[src/hw/ese_macros.svh]
`ifndef ESE_MACROS_SVH
`define ESE_MACROS_SVH

// Word address width of the cartridge RAM
// 17 bits give 128 KiB, and bank bits above this width are dropped
`define ESE_RAM_AW 17

// Bits shifted per SPI exchange with the card
`define ESE_SPI_BITS 8

// Bank register 0 bits 7:6 must hold this code to open the SD window
`define ESE_SD_MODE 2'b01

// Value of addr[14:13] that selects the bank register window at 6000h-7FFFh
`define ESE_BANK_WIN 2'b11

// Value of addr[14:13] for page 4000h, which becomes the SD window when it is open
`define ESE_SD_PAGE 2'b10

// Value of addr[12:11] that selects the mode register at 5800h-5FFFh
`define ESE_MODE_SEL 2'b11

`endif

[src/hw/ese_pkg.sv]
package ese_pkg;

    // One cycle of Z80-style bus activity
    // An access has req high with exactly one of rd or wr set
    typedef struct packed {
        logic [15:0] addr;
        logic [7:0]  data;
        logic        rd;
        logic        wr;
        logic        req;
    } cpu_req_t;

    // Request from the mapper to the cartridge RAM
    // The addr is the full 27-bit mapper address and the RAM keeps only its low bits
    typedef struct packed {
        logic        ram_cs;
        logic        rnw;
        logic [26:0] addr;
        logic [7:0]  wdata;
    } mem_req_t;

    // Command from the mapper to the SPI shifter
    // rx is a one-cycle strobe that starts an exchange
    // tx marks a write, otherwise the shifter sends FFh
    // cs_n is a level taken from address bit 12
    typedef struct packed {
        logic       rx;
        logic       tx;
        logic [7:0] data_to_sd;
        logic       cs_n;
    } sd_cmd_t;

    // Source of the bus read data
    typedef enum logic {
        RD_RAM,
        RD_SD
    } rd_src_t;

endpackage

[src/hw/sd_spi_shifter.sv]
`timescale 1ns/10ps

`include "ese_macros.svh"

module sd_spi_shifter (
    input  logic             cpu_bus,
    input  logic             rst_n,
    input  ese_pkg::sd_cmd_t sd_cmd,
    output logic             sclk,
    output logic             mosi,
    output logic             cs_n,
    input  logic             miso,
    output logic [7:0]       data_from_sd
);

    // Counter runs from 0 up to the full bit count
    localparam int CNT_W = $clog2(`ESE_SPI_BITS + 1);

    logic                     busy;
    logic [CNT_W-1:0]         bit_cnt;
    logic                     sclk_q;
    logic                     cs_n_q;
    logic [`ESE_SPI_BITS-1:0] tx_sh;
    logic [`ESE_SPI_BITS-1:0] rx_sh;

    // SPI mode 0, MSB first
    // mosi is valid before the first rising edge and moves on each falling edge
    assign sclk = sclk_q;
    assign mosi = tx_sh[`ESE_SPI_BITS-1];
    assign cs_n = cs_n_q;

    // Exchange control
    // sclk toggles every cycle, so one byte takes 16 cycles
    always_ff @(posedge cpu_bus) begin
        if (!rst_n) begin
            busy    <= 1'b0;
            bit_cnt <= '0;
            sclk_q  <= 1'b0;
            cs_n_q  <= 1'b1;
            tx_sh   <= '1;
        end else if (!busy) begin
            // A command is accepted only while idle
            if (sd_cmd.rx) begin
                busy    <= 1'b1;
                bit_cnt <= '0;
                cs_n_q  <= sd_cmd.cs_n;
                tx_sh   <= sd_cmd.tx ? sd_cmd.data_to_sd : '1;
            end
        end else if (!sclk_q) begin
            // Rising edge, the bit is captured below
            sclk_q  <= 1'b1;
            bit_cnt <= bit_cnt + CNT_W'(1);
        end else begin
            sclk_q <= 1'b0;
            // The last falling edge closes the exchange
            if (bit_cnt == CNT_W'(`ESE_SPI_BITS)) begin
                busy <= 1'b0;
            end else begin
                tx_sh <= {tx_sh[`ESE_SPI_BITS-2:0], 1'b1};
            end
        end
    end

    // Receive path
    // miso is sampled on the clock edge that raises sclk
    always_ff @(posedge cpu_bus) begin
        if (busy && !sclk_q) begin
            rx_sh <= {rx_sh[`ESE_SPI_BITS-2:0], miso};
            // Held byte updates with the eighth captured bit
            if (bit_cnt == CNT_W'(`ESE_SPI_BITS - 1)) begin
                data_from_sd <= {rx_sh[`ESE_SPI_BITS-2:0], miso};
            end
        end
    end

endmodule

[config.mk]
export PLATFORM = sky130hd
export DESIGN_NAME = sd_spi_shifter
export DESIGN_NICKNAME = d
export VERILOG_FILES = /design/src/hw/ese_pkg.sv /design/src/hw/sd_spi_shifter.sv
export VERILOG_INCLUDE_DIRS = /design/src /design/src/hw
export SDC_FILE = /design/constraint.sdc
export NUM_CORES = 1
export LEC_CHECK = 0
export ABC_AREA = 0
export BUFFER_PORTS_ARGS = -buffer_cell sky130_fd_sc_hd__buf_2
export CORE_AREA = 2 2 66 68
export CTS_CLUSTER_DIAMETER = 80
export DETAILED_ROUTE_END_ITERATION = 10
export DIE_AREA = 0 0 68 70
export PLACE_DENSITY_LB_ADDON = 0.05
export SLEW_MARGIN = 0
export SYNTH_ARGS = -nofsm -noshare
export SYNTH_HDL_FRONTEND = slang
export SYNTH_SLANG_ARGS = --single-unit
[constraint.sdc]
create_clock -name cpu_bus -period 2.35 [get_ports cpu_bus]
set_input_delay 0.1175 -clock cpu_bus [delete_from_list [all_inputs] [get_ports cpu_bus]]
set_output_delay 0.1175 -clock cpu_bus [all_outputs]
set_load 0.005 [all_outputs]
Word-level counts from Yosys, hierarchy flattened
Cells that the tools add are included.
{ "op_classes": {"add_sub_neg": 1, "n_reduce_logical": 7, "bitwise_logic": 1, "n_eq_ne": 5, "n_mux": 13} }
{ "ops": {"columns": ["cell", "count"], "rows": [
  ["2-to-1 mux 8 bit", 5],
  ["2-to-1 mux 4 bit", 3],
  ["AND reduction 2 bit", 3],
  ["2-to-1 mux 1 bit", 5],
  ["adder 4 x 1 -> 4 bit (second input constant)", 1],
  ["== test 4 x 3 -> 1 bit (second input constant)", 1],
  ["== test 4 bit (second input constant)", 1],
  ["inequality test 2 bit (second input constant)", 2],
  ["AND reduction 3 bit", 1],
  ["inequality test 2 x 1 -> 1 bit (second input constant)", 1],
  ["nonzero test 2 bit", 1],
  ["logical AND 1 bit", 1],
  ["logical NOT 1 bit", 1],
  ["inverter 1 bit", 1]
]} }
{ "totals": {"ff_bits": 30, "input_bits": 14, "word_cells": 34, "out_inout_bits": 11} }

Depth between registers and ports, before layout
{ "logic_depth": {"depth_word": 4, "mapped_depth": 6, "ltp_nobuf": 5} }

Least setup slack after synthesis
No wires, ideal clock.
{ "synth_path": {"path_type": "register to register", "start": "register bit_cnt[0]", "end": "register data_from_sd[0] (enable)", "path_buffers": 0, "required_time_ps": 1965, "period_less_slack_ps": 1634, "arrival_ps": 1248, "setup_ps": 385, "path_stages_with_launch": 3, "setup_slack_ps": 716, "path_cell_list": "dfxtp_1 ha_1 nor3b_1"} }
{ "synth_via": {"elab_chain_cells": 2} }
{ "synth_lines": {"columns": ["item", "line", "rtl"], "rows": [
  ["start, declared", "sd_spi_shifter.sv:20", "logic [CNT_W-1:0] bit_cnt;"],
  ["start signal, assigned", "sd_spi_shifter.sv:52", "bit_cnt <= bit_cnt + CNT_W'(1);"],
  ["== test 4 x 3 -> 1 bit", "sd_spi_shifter.sv:70", "if (bit_cnt == CNT_W'(`ESE_SPI_BITS - 1)) begin"],
  ["AND reduction 2 bit (no line)", null, null],
  ["end signal, assigned", "sd_spi_shifter.sv:71", "data_from_sd <= {rx_sh[`ESE_SPI_BITS-2:0], miso};"],
  ["end, declared", "sd_spi_shifter.sv:13", "output logic [7:0] data_from_sd"]
]} }
Every way passes these cells.
A chain may end at the register's enable or synchronous reset.

Worst setup path in the final report
{ "layout_path": {"start": "register busy", "end": "register tx_sh[1]"} }
{ "layout_via": {"elab_chain_cells": 2, "word_cells_on_any_way": 5, "cone_classes": "2 x eq/ne; 1 x mux; 2 x reduce/logical"} }
{ "layout_lines": {"columns": ["item", "line", "rtl"], "rows": [
  ["start, declared", "sd_spi_shifter.sv:19", "logic busy;"],
  ["start signal, assigned", "sd_spi_shifter.sv:36", "busy <= 1'b0;"],
  ["start signal, assigned", "sd_spi_shifter.sv:44", "busy <= 1'b1;"],
  ["start signal, assigned", "sd_spi_shifter.sv:57", "busy <= 1'b0;"],
  ["inequality test 2 bit (no line), or another cell as far along", null, null],
  ["AND reduction 3 bit (no line)", null, null],
  ["end signal, assigned", "sd_spi_shifter.sv:47", "tx_sh <= sd_cmd.tx ? sd_cmd.data_to_sd : '1;"],
  ["end signal, assigned", "sd_spi_shifter.sv:59", "tx_sh <= {tx_sh[`ESE_SPI_BITS-2:0], 1'b1};"],
  ["end, declared", "sd_spi_shifter.sv:23", "logic [`ESE_SPI_BITS-1:0] tx_sh;"]
]} }
Several ways; a longest one is shown, not always the timed one.

==> qor.yml <==
crit_buf_inv: 0
initial_core_util_pct: 28.38
antenna_cells: 0
holdWs_ps: 26.10
start_kind: "flip-flop"
reg2reg_from: "busy"
skew_ps: 10.49
final_cell_mix: "24 x buf_2, 15 x dfxtp_1, 15 x edfxtp_1"
finalCriticalPeriod_ps: 1638
synth_seq_cells: 30
cts_buffer_depth: 2
setup_tns_ps: 0
drive_gt1_share_pct: 26.77
wl_met3_um: 94
yosysSeqAreaShare_pct: 63.83
fp.coreArea_um2: 4144
syn_avg_cell_area_um2: 12.00
dieWidth_um: 68
status: "finished clean"
grt_usage_pct: 10.95
power_mw: 1.067
dpl.hpwl_um: 1579
drt-initial-drc-count: 42
slew_headroom_pct: 68.30
hold_viol_final: 0
critPathTopFamily: "simple AND/OR/NAND/NOR gates"
max_stage_delay_ps: 610
path_depth: 3
path_clk_slew_ps: 70
crit_chain: "and2_1 -> and2_0 -> o221ai_1"
power_density_nw_per_um2: 744.9
min_path_type: "in -> reg"
portBuffers: 24
syn-cell-area_um2: 1176
cts_hold_buf: 0
final_area_um2: 1433
clock-sinks: 30
grt_max_degree: 17
die_area_um2: 4760
grt-ovfl-total: 0
arrival_ps: 1770
maxSlewViolCount: 0
slowest_stage: "dfxtp_1"
post_cts_buffers: 0
final-setup-viol-count: 0
ys_dominant_reg_cell: "edfxtp_1"
place.gp.congestion: 0.6833
antenna_left: 0
drc: 0
finalCritPeriodShare_pct: 69.69
dr_total_vias: 846
layout_commonest_cell: "buf_2"
viasPerCell: 4.726
top_layer: "met4"
ios: 25
final_cells: 179
path_class: "reg -> reg"
detailed_place.area_um2: 1350
reg2reg_to: "tx_sh[1]"
die_h_um: 70
cts_buffers: 5
async_flop_share_pct: 0
ir_drop_v: 0.0002417
grt_antenna_before_repair: 0
first_pass_iters: 4
synth_edf_count: 15
synth_nets: 114
fill_cells: 439
ctsResizeCount: 0
crit_path_end: "tx_sh[1]"
clock.fmax_mhz: 610.6
crit_path_end_kind: "flip-flop"
crit_start: "busy"
synth_cell_types: 31
grt_pass1_vias: 824
synthCells: 98
rows: 24
drv_cap: 0
htreeDepth: 2
cts_tree: "built"
routed_wl_um: 2331
met1_length_um: 1108
r2r_slack_ps: 710
power.leakage_nw: 0.5361
worst-path-max-fanout: 16
clk_latency_ps: 280
grt_pass1_wl_um: 3850
post-place-cells: 171
routedWlPerCell_um: 13.02
nNetsFinal: 142
reg2reg_depth: 3
syn_to_final_growth_pct: 21.81
worstPathRequired_ps: 2490
met2_length_um: 1088
ys_warn_count: 0
clockRootBuffer: "clkbuf_8"
rsz0062_at_grt: "false"
worstMarginPinSlew_ps: 474.8
==> per-layer routing <==
layer | vias up | global-route usage, %
li1 | 420 | -
met1 | 402 | 14.21
met2 | 19 | 15.97
met3 | 5 | 3.382
met4 | 0 | 6.000
met5 | - | 0
==> through the flow <==
step / util, % / setup slack (ps)
3_3_place_gp: 32.58 / 781.9
5_1_grt: 34.57 / 632.3
2_1_floorplan: - / 716.3
4_1_cts: 34.57 / 717.2
6_report: 34.57 / 712.4
3_5_place_dp: 32.58 / 725.8
==> synthesized netlist by cell type, types with 2 or more instances <==
library cell / number / area, µm²
buf_2: 2 / 10.01
nor2b_1: 3 / 18.77
o221ai_1: 7 / 61.31
inv_1: 3 / 11.26
edfxtp_1: 15 / 450.4
nand2_1: 12 / 45.04
o22ai_1: 6 / 37.54
ha_1: 2 / 25.02
nand3b_1: 2 / 15.01
nor2_1: 2 / 7.510
a21oi_1: 3 / 15.01
dfxtp_1: 15 / 300.3
nor3b_1: 4 / 30.03
nand2b_1: 3 / 18.77
o21ai_0: 3 / 15.01
==> worst reg2reg max path, delay by kind of cell (launching register included) <==
| kind | cells | cell delay (ps) |
|---|---|---|
| AND/OR/NAND/NOR | 2 | 700 |
| AO/OA/AOI/OAI | 1 | 190 |
| flip-flops | 1 | 610 |
==> power by group <==
group          internal, mW  switching, mW  leakage (nW)  total [mW]
combinational        0.0378         0.0458         0.230      0.0835
sequential            0.576         0.0187         0.261       0.594
clock                 0.205          0.185        0.0450       0.389
total                 0.818          0.249         0.536        1.07
==> how the worst min path moves through the flow <==
stage	depth (start not counted)	to	startpoint	slack [ps]
final	1	rx_sh[0]	miso	30
after floorplan	0	data_from_sd[0]	miso	220
after global routing	1	rx_sh[0]	miso	20
after CTS	1	rx_sh[0]	miso	20
after detailed placement	1	rx_sh[0]	miso	310
after global placement	1	data_from_sd[0]	miso	310
==> kinds of logic (layout without fill, tap and decap cells) <==
group           after synthesis  count (layout)  share of synthesized area [%]
xor+xnor                      1               1                         0.7448
simple gates                 31              31                          14.15
flops                        30              30                          63.83
compound gates               27              27                          16.60
buf+inv                       7              36                          2.552
fa+ha+maj                     2               2                          2.127
==> flip-flops by register name, indices dropped and copies added (netlist names) <==
name	cells
rx_sh	7
data_from_sd	8
cs_n	1
bit_cnt	4
sclk	1
busy	1
tx_sh	8
==> layout make-up <==
| cell class | instances | area [µm²] | share of cell area [%] |
|---|---|---|---|
| multi-input cells | 61 | 395.4 | 27.60 |
| flip-flops and latches | 30 | 750.7 | 52.40 |
| inverters | 3 | 11.26 | 0.7860 |
| well taps | 52 | 65.06 | 4.541 |
| clock inverters | 2 | 10.01 | 0.6987 |
| clock buffers | 6 | 72.57 | 5.066 |
| repair buffers | 25 | 127.6 | 8.908 |
Note: power is estimated with default switching activity, not from simulation.
