==> src/hw/ese_macros.svh <==
`ifndef ESE_MACROS_SVH
`define ESE_MACROS_SVH

// Word address width of the cartridge RAM
// 17 bits give 128 KiB, and bank bits above this width are dropped
`define ESE_RAM_AW 17

// Bits shifted per SPI exchange with the card
`define ESE_SPI_BITS 8

// Bank register 0 bits 7:6 must hold this code to open the SD window
`define ESE_SD_MODE 2'b01

// Value of addr[14:13] that selects the bank register window at 6000h-7FFFh
`define ESE_BANK_WIN 2'b11

// Value of addr[14:13] for page 4000h, which becomes the SD window when it is open
`define ESE_SD_PAGE 2'b10

// Value of addr[12:11] that selects the mode register at 5800h-5FFFh
`define ESE_MODE_SEL 2'b11

`endif

==> src/hw/ese_pkg.sv <==
package ese_pkg;

    // One cycle of Z80-style bus activity
    // An access has req high with exactly one of rd or wr set
    typedef struct packed {
        logic [15:0] addr;
        logic [7:0]  data;
        logic        rd;
        logic        wr;
        logic        req;
    } cpu_req_t;

    // Request from the mapper to the cartridge RAM
    // The addr is the full 27-bit mapper address and the RAM keeps only its low bits
    typedef struct packed {
        logic        ram_cs;
        logic        rnw;
        logic [26:0] addr;
        logic [7:0]  wdata;
    } mem_req_t;

    // Command from the mapper to the SPI shifter
    // rx is a one-cycle strobe that starts an exchange
    // tx marks a write, otherwise the shifter sends FFh
    // cs_n is a level taken from address bit 12
    typedef struct packed {
        logic       rx;
        logic       tx;
        logic [7:0] data_to_sd;
        logic       cs_n;
    } sd_cmd_t;

    // Source of the bus read data
    typedef enum logic {
        RD_RAM,
        RD_SD
    } rd_src_t;

endpackage

==> src/hw/ese_ram_mapper.sv <==
`timescale 1ns/10ps

`include "ese_macros.svh"

module ese_ram_mapper (
    input  logic              cpu_bus,
    input  logic              rst_n,
    input  ese_pkg::cpu_req_t bus,
    output ese_pkg::mem_req_t mem,
    output ese_pkg::sd_cmd_t  sd_cmd,
    output ese_pkg::rd_src_t  rd_src
);
    import ese_pkg::*;

    // Four bank registers whose bit 7 enables writes in the page
    logic [7:0] bank [4];

    // Mode bit that keeps the card quiet when set
    logic       sd_mute;

    // Registered command toward the shifter
    logic       rx_q;
    logic       tx_q;
    logic       cs_n_q;
    logic [7:0] data_to_sd_q;

    // Decoded view of the current access
    logic [1:0] page_idx;
    logic [7:0] bank_sel;
    logic       page_we;
    logic       bank_win;
    logic       sd_window;
    logic       mode_sel;
    logic       ram_wr;
    logic       ram_rd;
    logic       sd_access;

    // Pages 8000h, A000h, 4000h and 6000h use bank registers 2, 3, 0 and 1
    // Inverting addr[14] and keeping addr[13] gives exactly that index
    // Bit 15 is not decoded, so 0000h-3FFFh alias the upper pages
    assign page_idx = {~bus.addr[14], bus.addr[13]};
    assign bank_sel = bank[page_idx];

    // Page 6000h holds the register window and never stores data
    assign page_we = bank_sel[7] && (page_idx != 2'd1);

    // Writes at 6000h-7FFFh land in the bank registers
    assign bank_win = (bus.addr[14:13] == `ESE_BANK_WIN);

    // Page 4000h turns into the SD port when bank 0 carries the SD code
    assign sd_window = (bank[0][7:6] == `ESE_SD_MODE) && (bus.addr[14:13] == `ESE_SD_PAGE);
    assign mode_sel  = (bus.addr[12:11] == `ESE_MODE_SEL);

    // The SD code keeps bit 7 of bank 0 clear, so SD writes never reach the RAM
    assign ram_wr = bus.req && bus.wr && page_we;

    // Reads in the open SD window come from the shifter instead
    assign ram_rd = bus.req && bus.rd && !sd_window;

    // Data accesses at 4000h-57FFh start an exchange unless the card is muted
    assign sd_access = bus.req && (bus.rd || bus.wr) && sd_window && !mode_sel && !sd_mute;

    // The RAM address puts the bank base above the 8 KiB page offset
    assign mem.ram_cs = ram_wr || ram_rd;
    assign mem.rnw    = !ram_wr;
    assign mem.addr   = {7'd0, bank_sel[6:0], bus.addr[12:0]};
    assign mem.wdata  = bus.data;

    // The top delays this select by one cycle to meet the read data
    assign rd_src = sd_window ? RD_SD : RD_RAM;

    // Bank registers take the new value from the next cycle on
    always_ff @(posedge cpu_bus) begin
        if (!rst_n) begin
            bank <= '{8'h00, 8'h00, 8'h00, 8'h00};
        end else if (bus.req && bus.wr && bank_win) begin
            bank[bus.addr[12:11]] <= bus.data;
        end
    end

    // Mode register and command strobes
    always_ff @(posedge cpu_bus) begin
        if (!rst_n) begin
            sd_mute <= 1'b0;
            rx_q    <= 1'b0;
            tx_q    <= 1'b0;
            cs_n_q  <= 1'b1;
        end else begin
            // Strobes last a single cycle
            rx_q <= sd_access;
            tx_q <= sd_access && bus.wr;

            // Chip select follows address bit 12 of the last exchange
            if (sd_access) begin
                cs_n_q <= bus.addr[12];
            end

            // Only bit 0 of the mode register is kept
            if (bus.req && bus.wr && sd_window && mode_sel) begin
                sd_mute <= bus.data[0];
            end
        end
    end

    // Bus data of the access, which the shifter replaces by FFh when tx is clear
    always_ff @(posedge cpu_bus) begin
        if (sd_access) begin
            data_to_sd_q <= bus.data;
        end
    end

    assign sd_cmd.rx         = rx_q;
    assign sd_cmd.tx         = tx_q;
    assign sd_cmd.data_to_sd = data_to_sd_q;
    assign sd_cmd.cs_n       = cs_n_q;

endmodule

==> config.mk <==
export PLATFORM = sky130hd
export DESIGN_NAME = ese_ram_mapper
export DESIGN_NICKNAME = d
export VERILOG_FILES = /design/src/hw/ese_pkg.sv /design/src/hw/ese_ram_mapper.sv
export VERILOG_INCLUDE_DIRS = /design/src /design/src/hw
export SDC_FILE = /design/constraint.sdc
export NUM_CORES = 1
export LEC_CHECK = 0
export BUFFER_PORTS_ARGS = -buffer_cell sky130_fd_sc_hd__buf_4
export CAP_MARGIN = 10
export CORE_ASPECT_RATIO = 0.7
export CORE_UTILIZATION = 35
export CTS_CLUSTER_DIAMETER = 100
export DETAILED_ROUTE_END_ITERATION = 8
export PLACE_DENSITY = 0.64
export SYNTH_ARGS = -nofsm -noshare
export SYNTH_HDL_FRONTEND = slang
export SYNTH_SLANG_ARGS = --single-unit
==> constraint.sdc <==
create_clock -name cpu_bus -period 5.1 [get_ports cpu_bus]
set_input_delay 0.255 -clock cpu_bus [delete_from_list [all_inputs] [get_ports cpu_bus]]
set_output_delay 0.255 -clock cpu_bus [all_outputs]
set_load 0.05 [all_outputs]
# == Word-level counts from Yosys, hierarchy flattened ==
# Cells that the tools add are included.
# totals
memories,0
ramBits,0
elab_cells,48
romBits,0
latchBits,0
out_inout_bits,49
ff_bits,44
inputBits,29
# classes
eq_ne,5
n_lt_le_gt_ge,3
n_shift,0
n_reduce_logical,21
multipliers,0
n_div,0
bitwise,3
mux,7
addsub,0
# ops
cell,count
32-bit bitwise mux,1
8-bit two-way mux,3
8-bit binary-select mux with 2-bit select,1
8-bit demux with 2-bit select,1
1-bit logical AND,15
"2-bit == test, second input constant",3
"3-bit greater-or-equal comparator, second input constant",2
2-bit NOT with 3-bit output,2
1-bit zero test,4
"3-bit by 1-bit < comparator with 1-bit output, second input constant",1
"2-bit by 1-bit == test with 1-bit output, second input constant",1
1-bit logical OR,2
"2-bit by 1-bit != test with 1-bit output, second input constant",1
1-bit two-way mux,1
1-bit NOT,1

# == Logic depth before layout (Yosys ltp) ==
# Gate-level depths: netlist (run 1).
# depth
word_depth,8
depth_mapped,5
depth_no_buf,3

# == Worst setup path before layout (run 1) ==
# No wires, ideal clock.
# synth_path
kind,reg2reg
startpoint,reg bank[31] (netlist name)
endpoint,"reg data_to_sd_q[0], enable pin"
setup_ps,370
arrival_time_ps,1304
stages_incl_launch_ff,4
t_required_ps,4730
period_less_slack_ps,1674
path_slack_ps,3426
path_buffers,0
path_cell_list,dfxtp_1 -> nand4bb_4 -> or3_4 -> nor2_1
# synth_between
elab_chain_len,5
# synth_rtl
item,line_no,rtl
start: declaration,ese_ram_mapper.sv:16,logic [7:0] bank [4];
start signal: assignment,ese_ram_mapper.sv:75,"bank <= '{8'h00, 8'h00, 8'h00, 8'h00};"
start signal: indexed assignment,ese_ram_mapper.sv:77,bank[bus.addr[12:11]] <= bus.data;
2-bit by 1-bit == test with 1-bit output (no line),-,
1-bit logical AND,ese_ram_mapper.sv:51,assign sd_window = (bank[0][7:6] == `ESE_SD_MODE) && (bus.addr[14:13] == `ESE_SD_PAGE);
1-bit logical AND (3 in a row),ese_ram_mapper.sv:61,assign sd_access = bus.req && (bus.rd || bus.wr) && sd_window && !mode_sel && !sd_mute;
net sd_access,ese_ram_mapper.sv:36,logic sd_access;
end signal: assignment,ese_ram_mapper.sv:108,data_to_sd_q <= bus.data;
end: declaration,ese_ram_mapper.sv:25,logic [7:0] data_to_sd_q;
# The timed path passes the listed nets, and every way through them passes these cells.
# A chain may end at the register's enable or synchronous reset.

# == Worst setup path in the final report (run 1) ==
# layout_path
startpoint,in bus[25] (netlist name)
endpoint,reg bank[17] (netlist name)
# layout_between
elab_chain_len,2
# layout_rtl
item,line_no,rtl
start: declaration,ese_ram_mapper.sv:8,"input ese_pkg::cpu_req_t bus,"
2-bit == test (no line),-,
1-bit logical AND,ese_ram_mapper.sv:76,end else if (bus.req && bus.wr && bank_win) begin
# No other way between the ends.

==> out/results.tsv, run 1 <==
metric	value	unit
initial_core_util	0.371	
maxSlewViolCount	0	
die_y	68.0	um
die-area	0.00655	mm2
cap_violations	0	
ys.warnings.count	0	
period_needed	1.94	ns
vias_per_cell	5.16	
row_count	23	
finalCritPeriodShare	0.380	
holdWs	0.178	ns
final_layout_size_suffix_gt1_frac	0.281	
cts_setup_buffers	0	
async_flop_share	0	
cts.clk_slew.worst_paths	0.08	ns
synthTopCellsByCount	dfxtp_1 (36), buf_4 (33), nand2_1 (26)	
syn_to_final_growth	11.9	%
clk_latency	0.29	ns
yosysMostFrequentCell	dfxtp_1	
cts_root_buf	clkbuf_8	
grt_overflow_total	0	
status	finished, final reports clean	
io_pins	78	
synth-seq-cells	44	
max_freq	516	MHz
postSynthAreaPerCell	10.0	um2
cts_sinks	44	
hp-start	bus[10]	
cts_made_buffers	5	
cts_buffer_depth	2	
worst_pin_slew	0.956	ns
final_antenna_net_count	0	
routabilityCongestion	0.726	
num_vias	1600	
setup_ws	3.16	ns
track_usage	0.156	
hpwl	3330	um
peakVddDrop	0.000101	V
grt_pass1_vias	1437	
pre_cts_ws	2.89	ns
nNetsFinal	263	
cp_max_fo	18	
hold_violations	0	
rsz0062_at_grt	false	
setup_viol	0	
finalSetupTns	0	ns
worst_hold_path_type	primary input to flop	
antenna_cells	0	
yosys.area.top_type	dfxtp_1	
post-route-drc-count	0	
wirelength	4680	um
ys_seq_area_frac	0.441	
r2r_start	bank[30]	
power.leakage	0.911	nW
path_class	primary input to flop	
cts_htree_levels	2	
slew_headroom	0.362	
synth-main-ff-cell	dfxtp_1	
netlist_instances	217	
synthTopCellsByArea	dfxtp_1 (33%), buf_4 (11%), edfxtp_1 (11%), mux2i_1 (7.8%), nand2_1 (4.5%)	
netlist_area	0.00218	mm2
drt_iter0_drc	130	
grt_max_degree	27	
synth-edff-count	8	
synth_top_area_frac	0.331	
regToRegSetupSlack	3.20	ns
ys_types	35	
fill_cells	581	
cts_tree	built	
port_buffers	47	
dieWidth	96.3	um
worstSetupEndpointType	flop	
antenna_found_initial	0	
first_pass_iters	4	
core_area	0.00587	mm2
avgRoutedWirePerCell	15.1	um
fin_worst_skew	0.00268	ns
cts_hold_buffers	0	
p_per_area	268	mW/mm2
startpoint_type	primary input	
arrival	2.16	ns
grt_pass1_wl	7420	um
cp-startpoint	bus[25]	
required	5.32	ns
cts_resized	0	
## through the flow
stage | utilization | area (um2) | std cells | power, mW
global route | 0.415 | 2440 | 310 | 0.685
global placement | 0.402 | 2360 | 302 | 0.451
finish | 0.415 | 2440 | 310 | 0.652
CTS | 0.415 | 2440 | 310 | 0.657
detailed placement | 0.402 | 2360 | 302 | 0.452
floorplan | - | 2200 | 223 | 0.454
## logic make-up after synthesis
| group | count (synthesis) | share of synthesized area |
|---|---|---|
| compound gates | 37 | 0.0919 |
| simple gates | 63 | 0.166 |
| mux | 24 | 0.156 |
| other cells | 1 | 0.00172 |
| flops | 44 | 0.441 |
| buf+inv | 48 | 0.144 |
## layer usage
layer	up-vias	part of all wire	track usage
met1	775	0.47	0.212
li1	761	-	-
met4	0	0.013	0.0441
met3	7	0.070	0.0433
met2	57	0.45	0.246
met5	-	0	0
## layout make-up
| cell class | count | area, um2 | area share |
|---|---|---|---|
| Clock inverter | 1 | 5.00 | 0.00205 |
| Timing Repair Buffer | 48 | 360 | 0.148 |
| Sequential cell | 44 | 961 | 0.394 |
| Tap cell | 75 | 93.8 | 0.0385 |
| Inverter | 4 | 15.0 | 0.00616 |
| Clock buffer | 7 | 76.3 | 0.0313 |
| Multi-Input combinational cell | 131 | 927 | 0.380 |
## critical path, cell delays in order
cell	delay [ns]
buf_4	0.23
nand4_4	0.29
nor3b_1	0.86
buf_4	0.31
mux2i_1	0.20
## flip-flops by register name, summed over array words and instances (netlist names)
| register | flops |
|---|---|
| sd_mute | 1 |
| rx_q | 1 |
| bank | 32 |
| data_to_sd_q | 8 |
| tx_q | 1 |
| cs_n_q | 1 |
## power breakdown
group | internal [mW] | switching [mW] | total [mW]
logic | 0.0240 | 0.0638 | 0.0878
clock network | 0.0962 | 0.113 | 0.209
registers | 0.355 | 0.000890 | 0.356
total | 0.475 | 0.177 | 0.652
## final timing paths
kind	endpoint	cells after the start
min	data_to_sd_q[7]	1
max reg2reg	data_to_sd_q[2]	3
max	bank[17]	5
min reg2reg	bank[18]	2
## cell usage in the layout (no fill, tap or decap), drive strengths merged, types with 2 or more instances in the layout
| cell | synthesis | layout |
|---|---|---|
| nor2 | 2 | 2 |
| nor3 | 3 | 3 |
| a21oi | 17 | 17 |
| dfxtp | 36 | 36 |
| inv | 4 | 4 |
| mux2i | 17 | 17 |
| nor4 | 2 | 2 |
| edfxtp | 8 | 8 |
| clkbuf | 9 | 7 |
| nand2b | 4 | 4 |
| nand3 | 17 | 17 |
| nand2 | 26 | 26 |
| conb | 1 | 7 |
| mux4 | 7 | 7 |
| o21ai | 16 | 16 |
| buf | 35 | 48 |
Note: power is estimated with default switching activity, not from simulation.
==> inputs of run 2 (changes only) <==
--- a/config.mk
+++ b/config.mk
@@ -12,7 +12,7 @@
 export CORE_UTILIZATION = 35
 export CTS_CLUSTER_DIAMETER = 100
 export DETAILED_ROUTE_END_ITERATION = 8
-export PLACE_DENSITY = 0.64
+export PLACE_DENSITY = 0.66
 export SYNTH_ARGS = -nofsm -noshare
 export SYNTH_HDL_FRONTEND = slang
 export SYNTH_SLANG_ARGS = --single-unit
==> constraint.sdc (replaced) <==
create_clock -name cpu_bus -period 1.6 [get_ports cpu_bus]
set_input_delay 0.08 -clock cpu_bus [delete_from_list [all_inputs] [get_ports cpu_bus]]
set_output_delay 0.08 -clock cpu_bus [all_outputs]
set_load 0.05 [all_outputs]
==> run 2 against run 1 <==
Effect of this change:
- sequential power increased to 3.2 times the previous value
- sequential share of layout area shrank 1.8 points
- highest routed layer unchanged
- die area unchanged
- sequential cell count unchanged
- first-iteration DRC count decreased by 58%
- largest cell class unchanged
- core utilization increased by 2.1 points
- power grew to 3.2 times the previous value
- non-clock buffer count is 13 higher
- setup slack worse by 3.1 ns
==> out/results.tsv, run 2 (synthesized netlist as in run 1, its figures left out) <==
metric	value	unit	change
status	finished, final reports clean		
reg.largest.list	bank x32, data_to_sd_q x8		
period_needed	1.53	ns	
post-route-drc-count	0		unchanged
maxSlewViolCount	0		unchanged
grt_pass1_wl	7980	um	+7.5%
vias_per_cell	5.12		-0.73%
regMostFlops	bank		
worstSetupEndpointType	flop		
track_usage	0.170		+0.0133
cts_made_buffers	5		unchanged
avgRoutedWirePerCell	15.7	um	+4.0%
max_stage_delay	0.43	ns	-0.43 ns
cts_tree	built		
antenna_cells	0		unchanged
dieWidth	96.3	um	unchanged
initial_core_util	0.371		unchanged
cap_violations	0		unchanged
setup_viol	0		unchanged
cts_root_buf	clkbuf_8		
final_cell_mix	buf_4 (57), dfxtp_1 (34), nand2_1 (26)		
final_antenna_net_count	0		unchanged
p_per_area	826	mW/mm2	+210%
first_pass_iters	4		unchanged
grt_max_degree	26		-3.7%
power.leakage	0.976	nW	+7.1%
cp_max_fo	8		-10
rsz0062_at_grt	false		
hold_violations	0		unchanged
cp_cell_sequence	nand4bb_4 -> or3_4 -> nor2_2 -> buf_6		
finalCritPeriodShare	0.954		
routabilityCongestion	0.759		+4.4%
mostFrequentLayoutCell	buf_4		
drt_iter0_drc	55		-58%
finalSetupTns	0	ns	unchanged
die-area	0.00655	mm2	unchanged
worst_hold_path_type	primary input to flop		
row_count	23		unchanged
startpoint_type	flop		
port_buffers	47		unchanged
crit_buf_inv	1		-1
num_vias	1655		+3.4%
max_freq	655	MHz	
largest_register_ffs	32		unchanged
path_class	flop to flop		
syn_to_final_growth	17.6	%	
peakVddDrop	0.000315	V	+210%
final_layout_size_suffix_gt1_frac	0.327		+0.0458
regToRegSetupSlack	0.07	ns	-3.13 ns
fill_cells	548		-5.7%
grt_overflow_total	0		unchanged
arrival	1.55	ns	-0.61 ns
cts_htree_levels	2		unchanged
crit_family	simple AND/OR/NAND/NOR gates		
grt_pass1_vias	1551		+7.9%
die_y	68.0	um	unchanged
cp_slowest_cell	or3_4		
io_pins	78		unchanged
postLayoutCoreUtil	0.437		+0.0213
antenna_found_initial	0		unchanged
nNetsFinal	276		+4.9%
core_area	0.00587	mm2	unchanged
hpwl	3590	um	+7.9%
required	1.62	ns	-3.70 ns
wirelength	5070	um	+8.4%
clk_latency	0.30	ns	about the same
cts_buffer_depth	2		unchanged
cts_sinks	44		unchanged
fin_worst_skew	0.00442	ns	+0.00175 ns
cts.clk_slew.worst_paths	0.08	ns	about the same
[run 2: changes by cell type in the layout (fill, tap and decap cells not counted)]
cell | previous run | this run
dfxtp_2 | 0 | 2
nor2_2 | 0 | 1
nor2_1 | 2 | 1
a221oi_2 | 0 | 1
buf_4 | 48 | 57
and3_4 | 0 | 1
dlygate4sd3_1 | 0 | 2
and3_2 | 1 | 0
dfxtp_1 | 36 | 34
a221oi_1 | 1 | 0
buf_6 | 0 | 2
[run 2: area by class of cell]
| cell class | instances | area (um2) | share of cell area |
|---|---|---|---|
| tap | 75 | 93.8 | 0.0366 |
| timing repair buffer | 61 | 470 | 0.184 |
| inverter | 4 | 15.0 | 0.00586 |
| clock buffer | 7 | 76.3 | 0.0298 |
| clock inverter | 1 | 5.00 | 0.00195 |
| sequential | 44 | 963 | 0.376 |
| multi-input combinational | 131 | 940 | 0.367 |
[run 2: final timing paths]
kind                endpoint  startpoint  depth (start not counted)
min reg2reg         bank[25]    bank[25]                          2
min          data_to_sd_q[7]     bus[10]                          1
max reg2reg  data_to_sd_q[7]    bank[31]                          4
max          data_to_sd_q[7]    bank[31]                          4
[run 2: power by group]
group / internal, mW / total [mW] / switching (mW)
clock network: 0.307 / 0.675 / 0.368
logic: 0.0944 / 0.308 / 0.214
registers: 1.13 / 1.13 / 0.00290
[run 2: metrics by stage]
stage | hold WS, ns | cells | worst slack (ns) | area [um2] | power, mW
floorplan | 0.179 | 223 | 0.0777 | 2200 | 1.45
CTS | 0.000626 | 322 | 0.00716 | 2540 | 2.12
detailed placement | 0.160 | 312 | 0.0643 | 2430 | 1.46
finish | 0.0123 | 323 | 0.0732 | 2560 | 2.12
global route | 0.00230 | 323 | 0.00406 | 2560 | 2.20
global placement | 0.160 | 312 | 0.0944 | 2430 | 1.46
[run 2: layer usage]
metal / wire (um) / track usage
met3: 328 / 0.0467
met2: 2210 / 0.270
met4: 72 / 0.0680
met1: 2460 / 0.219
met5: 0 / 0
[run 2: timing repair]
item | in CTS | in global routing
setup buffers | 0 | 1
endpoints found under the hold margin | 2 | 0
hold buffers | 2 | 0
setup endpoints to repair | 0 | 9
gates resized for setup | 0 | 6
[run 2: worst reg2reg max path: stages (launching register included)]
cell and delay, ns:
dfxtp_2 0.33, nand4bb_4 0.24, or3_4 0.43, nor2_2 0.10, buf_6 0.14
==> inputs of run 3 (changes only) <==
--- a/config.mk
+++ b/config.mk
@@ -13,6 +13,7 @@
 export CTS_CLUSTER_DIAMETER = 100
 export DETAILED_ROUTE_END_ITERATION = 8
 export PLACE_DENSITY = 0.66
+export RECOVER_POWER = 100
 export SYNTH_ARGS = -nofsm -noshare
 export SYNTH_HDL_FRONTEND = slang
 export SYNTH_SLANG_ARGS = --single-unit
==> run 3 against run 2 <==
Effect of this change:
- via count shrank 1.6%
- register-to-register slack hardly changed
- sequential power about the same
- die area did not move
- maximum frequency about the same
- routed wire length is 0.43% higher
- cell count is the same
- setup slack got worse by 0.0014 ns
- non-clock buffer count unchanged
- critical endpoint unchanged
- highest routed layer unchanged
==> out/results.tsv, run 3 (synthesized netlist as in run 1, its figures left out) <==
metric	value	unit	change
grt_pass1_wl	7980	um	unchanged
regMostFlops	bank		
slew_headroom	0.592		
crit_family	simple AND/OR/NAND/NOR gates		
hpwl	3590	um	unchanged
vias_per_cell	5.04		-1.6%
p_sw	0.583	mW	-0.21%
routabilityCongestion	0.759		unchanged
power_frac_comb	0.135		-0.011
cts_htree_levels	2		unchanged
reg.largest.list	bank x32, data_to_sd_q x8		
rsz0062_at_grt	false		
worstSetupEndpointType	flop		
reg2reg_depth	4		unchanged
finalCritPeriodShare	0.955		about the same
max_freq	654	MHz	about the same
holdWs	0.0583	ns	+0.0460 ns
p_seq_frac	0.542		+0.006
power_frac_clock	0.323		+0.004
swShare	0.279		+0.00271
die-area	0.00655	mm2	unchanged
grt_overflow_total	0		unchanged
r2r_end	data_to_sd_q[7]		
arrival	1.55	ns	about the same
cts_made_buffers	5		unchanged
cp_slowest_cell	or3_4		
worst_pin_slew	0.614	ns	
post-route-drc-count	0		unchanged
p_per_area	868	mW/mm2	+5.1%
track_usage	0.170		unchanged
hold_violations	0		unchanged
num_vias	1628		-1.6%
peakVddDrop	0.000317	V	+0.61%
final_cell_mix	dfxtp_1 (34), clkbuf_1 (30), nand2_1 (26)		
syn_to_final_growth	10.6	%	
worst_hold_path_type	primary input to flop		
antenna_found_initial	0		unchanged
power.leakage	0.861	nW	-12%
core_area	0.00587	mm2	unchanged
die_y	68.0	um	unchanged
largest_register_ffs	32		unchanged
avgRoutedWirePerCell	15.8	um	+0.43%
dieWidth	96.3	um	unchanged
mostFrequentLayoutCell	dfxtp_1		
cts_sinks	44		unchanged
hp-start	bus[1]		
first_pass_iters	4		unchanged
initial_core_util	0.371		unchanged
nNetsFinal	276		unchanged
row_count	23		unchanged
cts_buffer_depth	2		unchanged
setup_viol	0		unchanged
antenna_cells	0		unchanged
final_layout_size_suffix_gt1_frac	0.206		-0.121
clk_latency	0.30	ns	about the same
final_antenna_net_count	0		unchanged
path_class	flop to flop		
cts.clk_slew.worst_paths	0.08	ns	about the same
cap_violations	0		unchanged
startpoint_type	flop		
p_int	1.51	mW	-1.6%
cts_root_buf	clkbuf_8		
status	finished, final reports clean		
maxSlewViolCount	0		unchanged
period_needed	1.53	ns	+0.00143 ns
grt_max_degree	26		unchanged
finalSetupTns	0	ns	unchanged
hold-path-cell-count	3		+2
cp_max_fo	8		unchanged
hold_end	tx_q		
wirelength	5090	um	+0.43%
r2r_start	bank[31]		
grt_pass1_vias	1551		unchanged
regToRegSetupSlack	0.07	ns	about the same
port_buffers	47		unchanged
fin_worst_skew	0.00280	ns	-0.00162 ns
drt_iter0_drc	53		-3.6%
crit_buf_inv	1		unchanged
max_stage_delay	0.43	ns	about the same
cp_cell_sequence	nand4bb_4 -> or3_4 -> nor2_2 -> buf_6		
required	1.62	ns	about the same
cts_tree	built		
io_pins	78		unchanged
## run 3: power groups by stage
stage                     Combinational [mW]  Clock [mW]  Sequential [mW]
after floorplan                        0.287           0             1.16
after global placement                 0.296           0             1.16
after detailed placement               0.299           0             1.16
after CTS                              0.304       0.684             1.13
after global routing                   0.302       0.739             1.13
final                                  0.282       0.676             1.13
## run 3: worst max path at each step
stage / from / end / cells past startpoint
floorplan: bank[31] / data_to_sd_q[0] / 3
global placement: bank[30] / data_to_sd_q[4] / 4
detailed placement: bank[30] / data_to_sd_q[3] / 4
CTS: bank[30] / mem[36] / 4
global route: bank[31] / data_to_sd_q[7] / 4
finish: bank[31] / data_to_sd_q[7] / 4
## run 3: worst min-delay path, delay by kind of cell
kind                   cells  cell delay, ns
buffers and inverters      2            0.19
AND/OR/NAND/NOR            1            0.04
## run 3: repair_timing
item | in CTS | in global routing
setup buffers | 0 | 1
resized for setup | 0 | 6
hold buffers | 2 | 0
endpoints found under the setup margin | 0 | 9
hold endpoints to repair | 2 | 0
## run 3: metal layers
layer	up-vias	routed length (um)	GRT usage
met5	-	0	0
met3	10	307	0.0467
li1	793	-	-
met2	57	2220	0.270
met1	768	2500	0.219
met4	0	72	0.0680
## run 3: final cells by class
type	instances	area [um2]
clock buffers	7	76.3
clock inverters	1	5.00
fillers	584	3460
inverters	4	15.0
multi-input cells	131	923
flip-flops and latches	44	963
well taps	75	93.8
repair buffers	61	333
## run 3: stage by stage
stage / util / cells / instance area, um2 / power [mW] / setup WS [ns]
detailed placement: 0.415 / 312 / 2430 / 1.46 / 0.0643
global route: 0.410 / 323 / 2410 / 2.18 / 0.00401
CTS: 0.432 / 322 / 2540 / 2.12 / 0.00716
finish: 0.410 / 323 / 2410 / 2.09 / 0.0718
floorplan: - / 223 / 2200 / 1.45 / 0.0777
global placement: 0.415 / 312 / 2430 / 1.46 / 0.0944
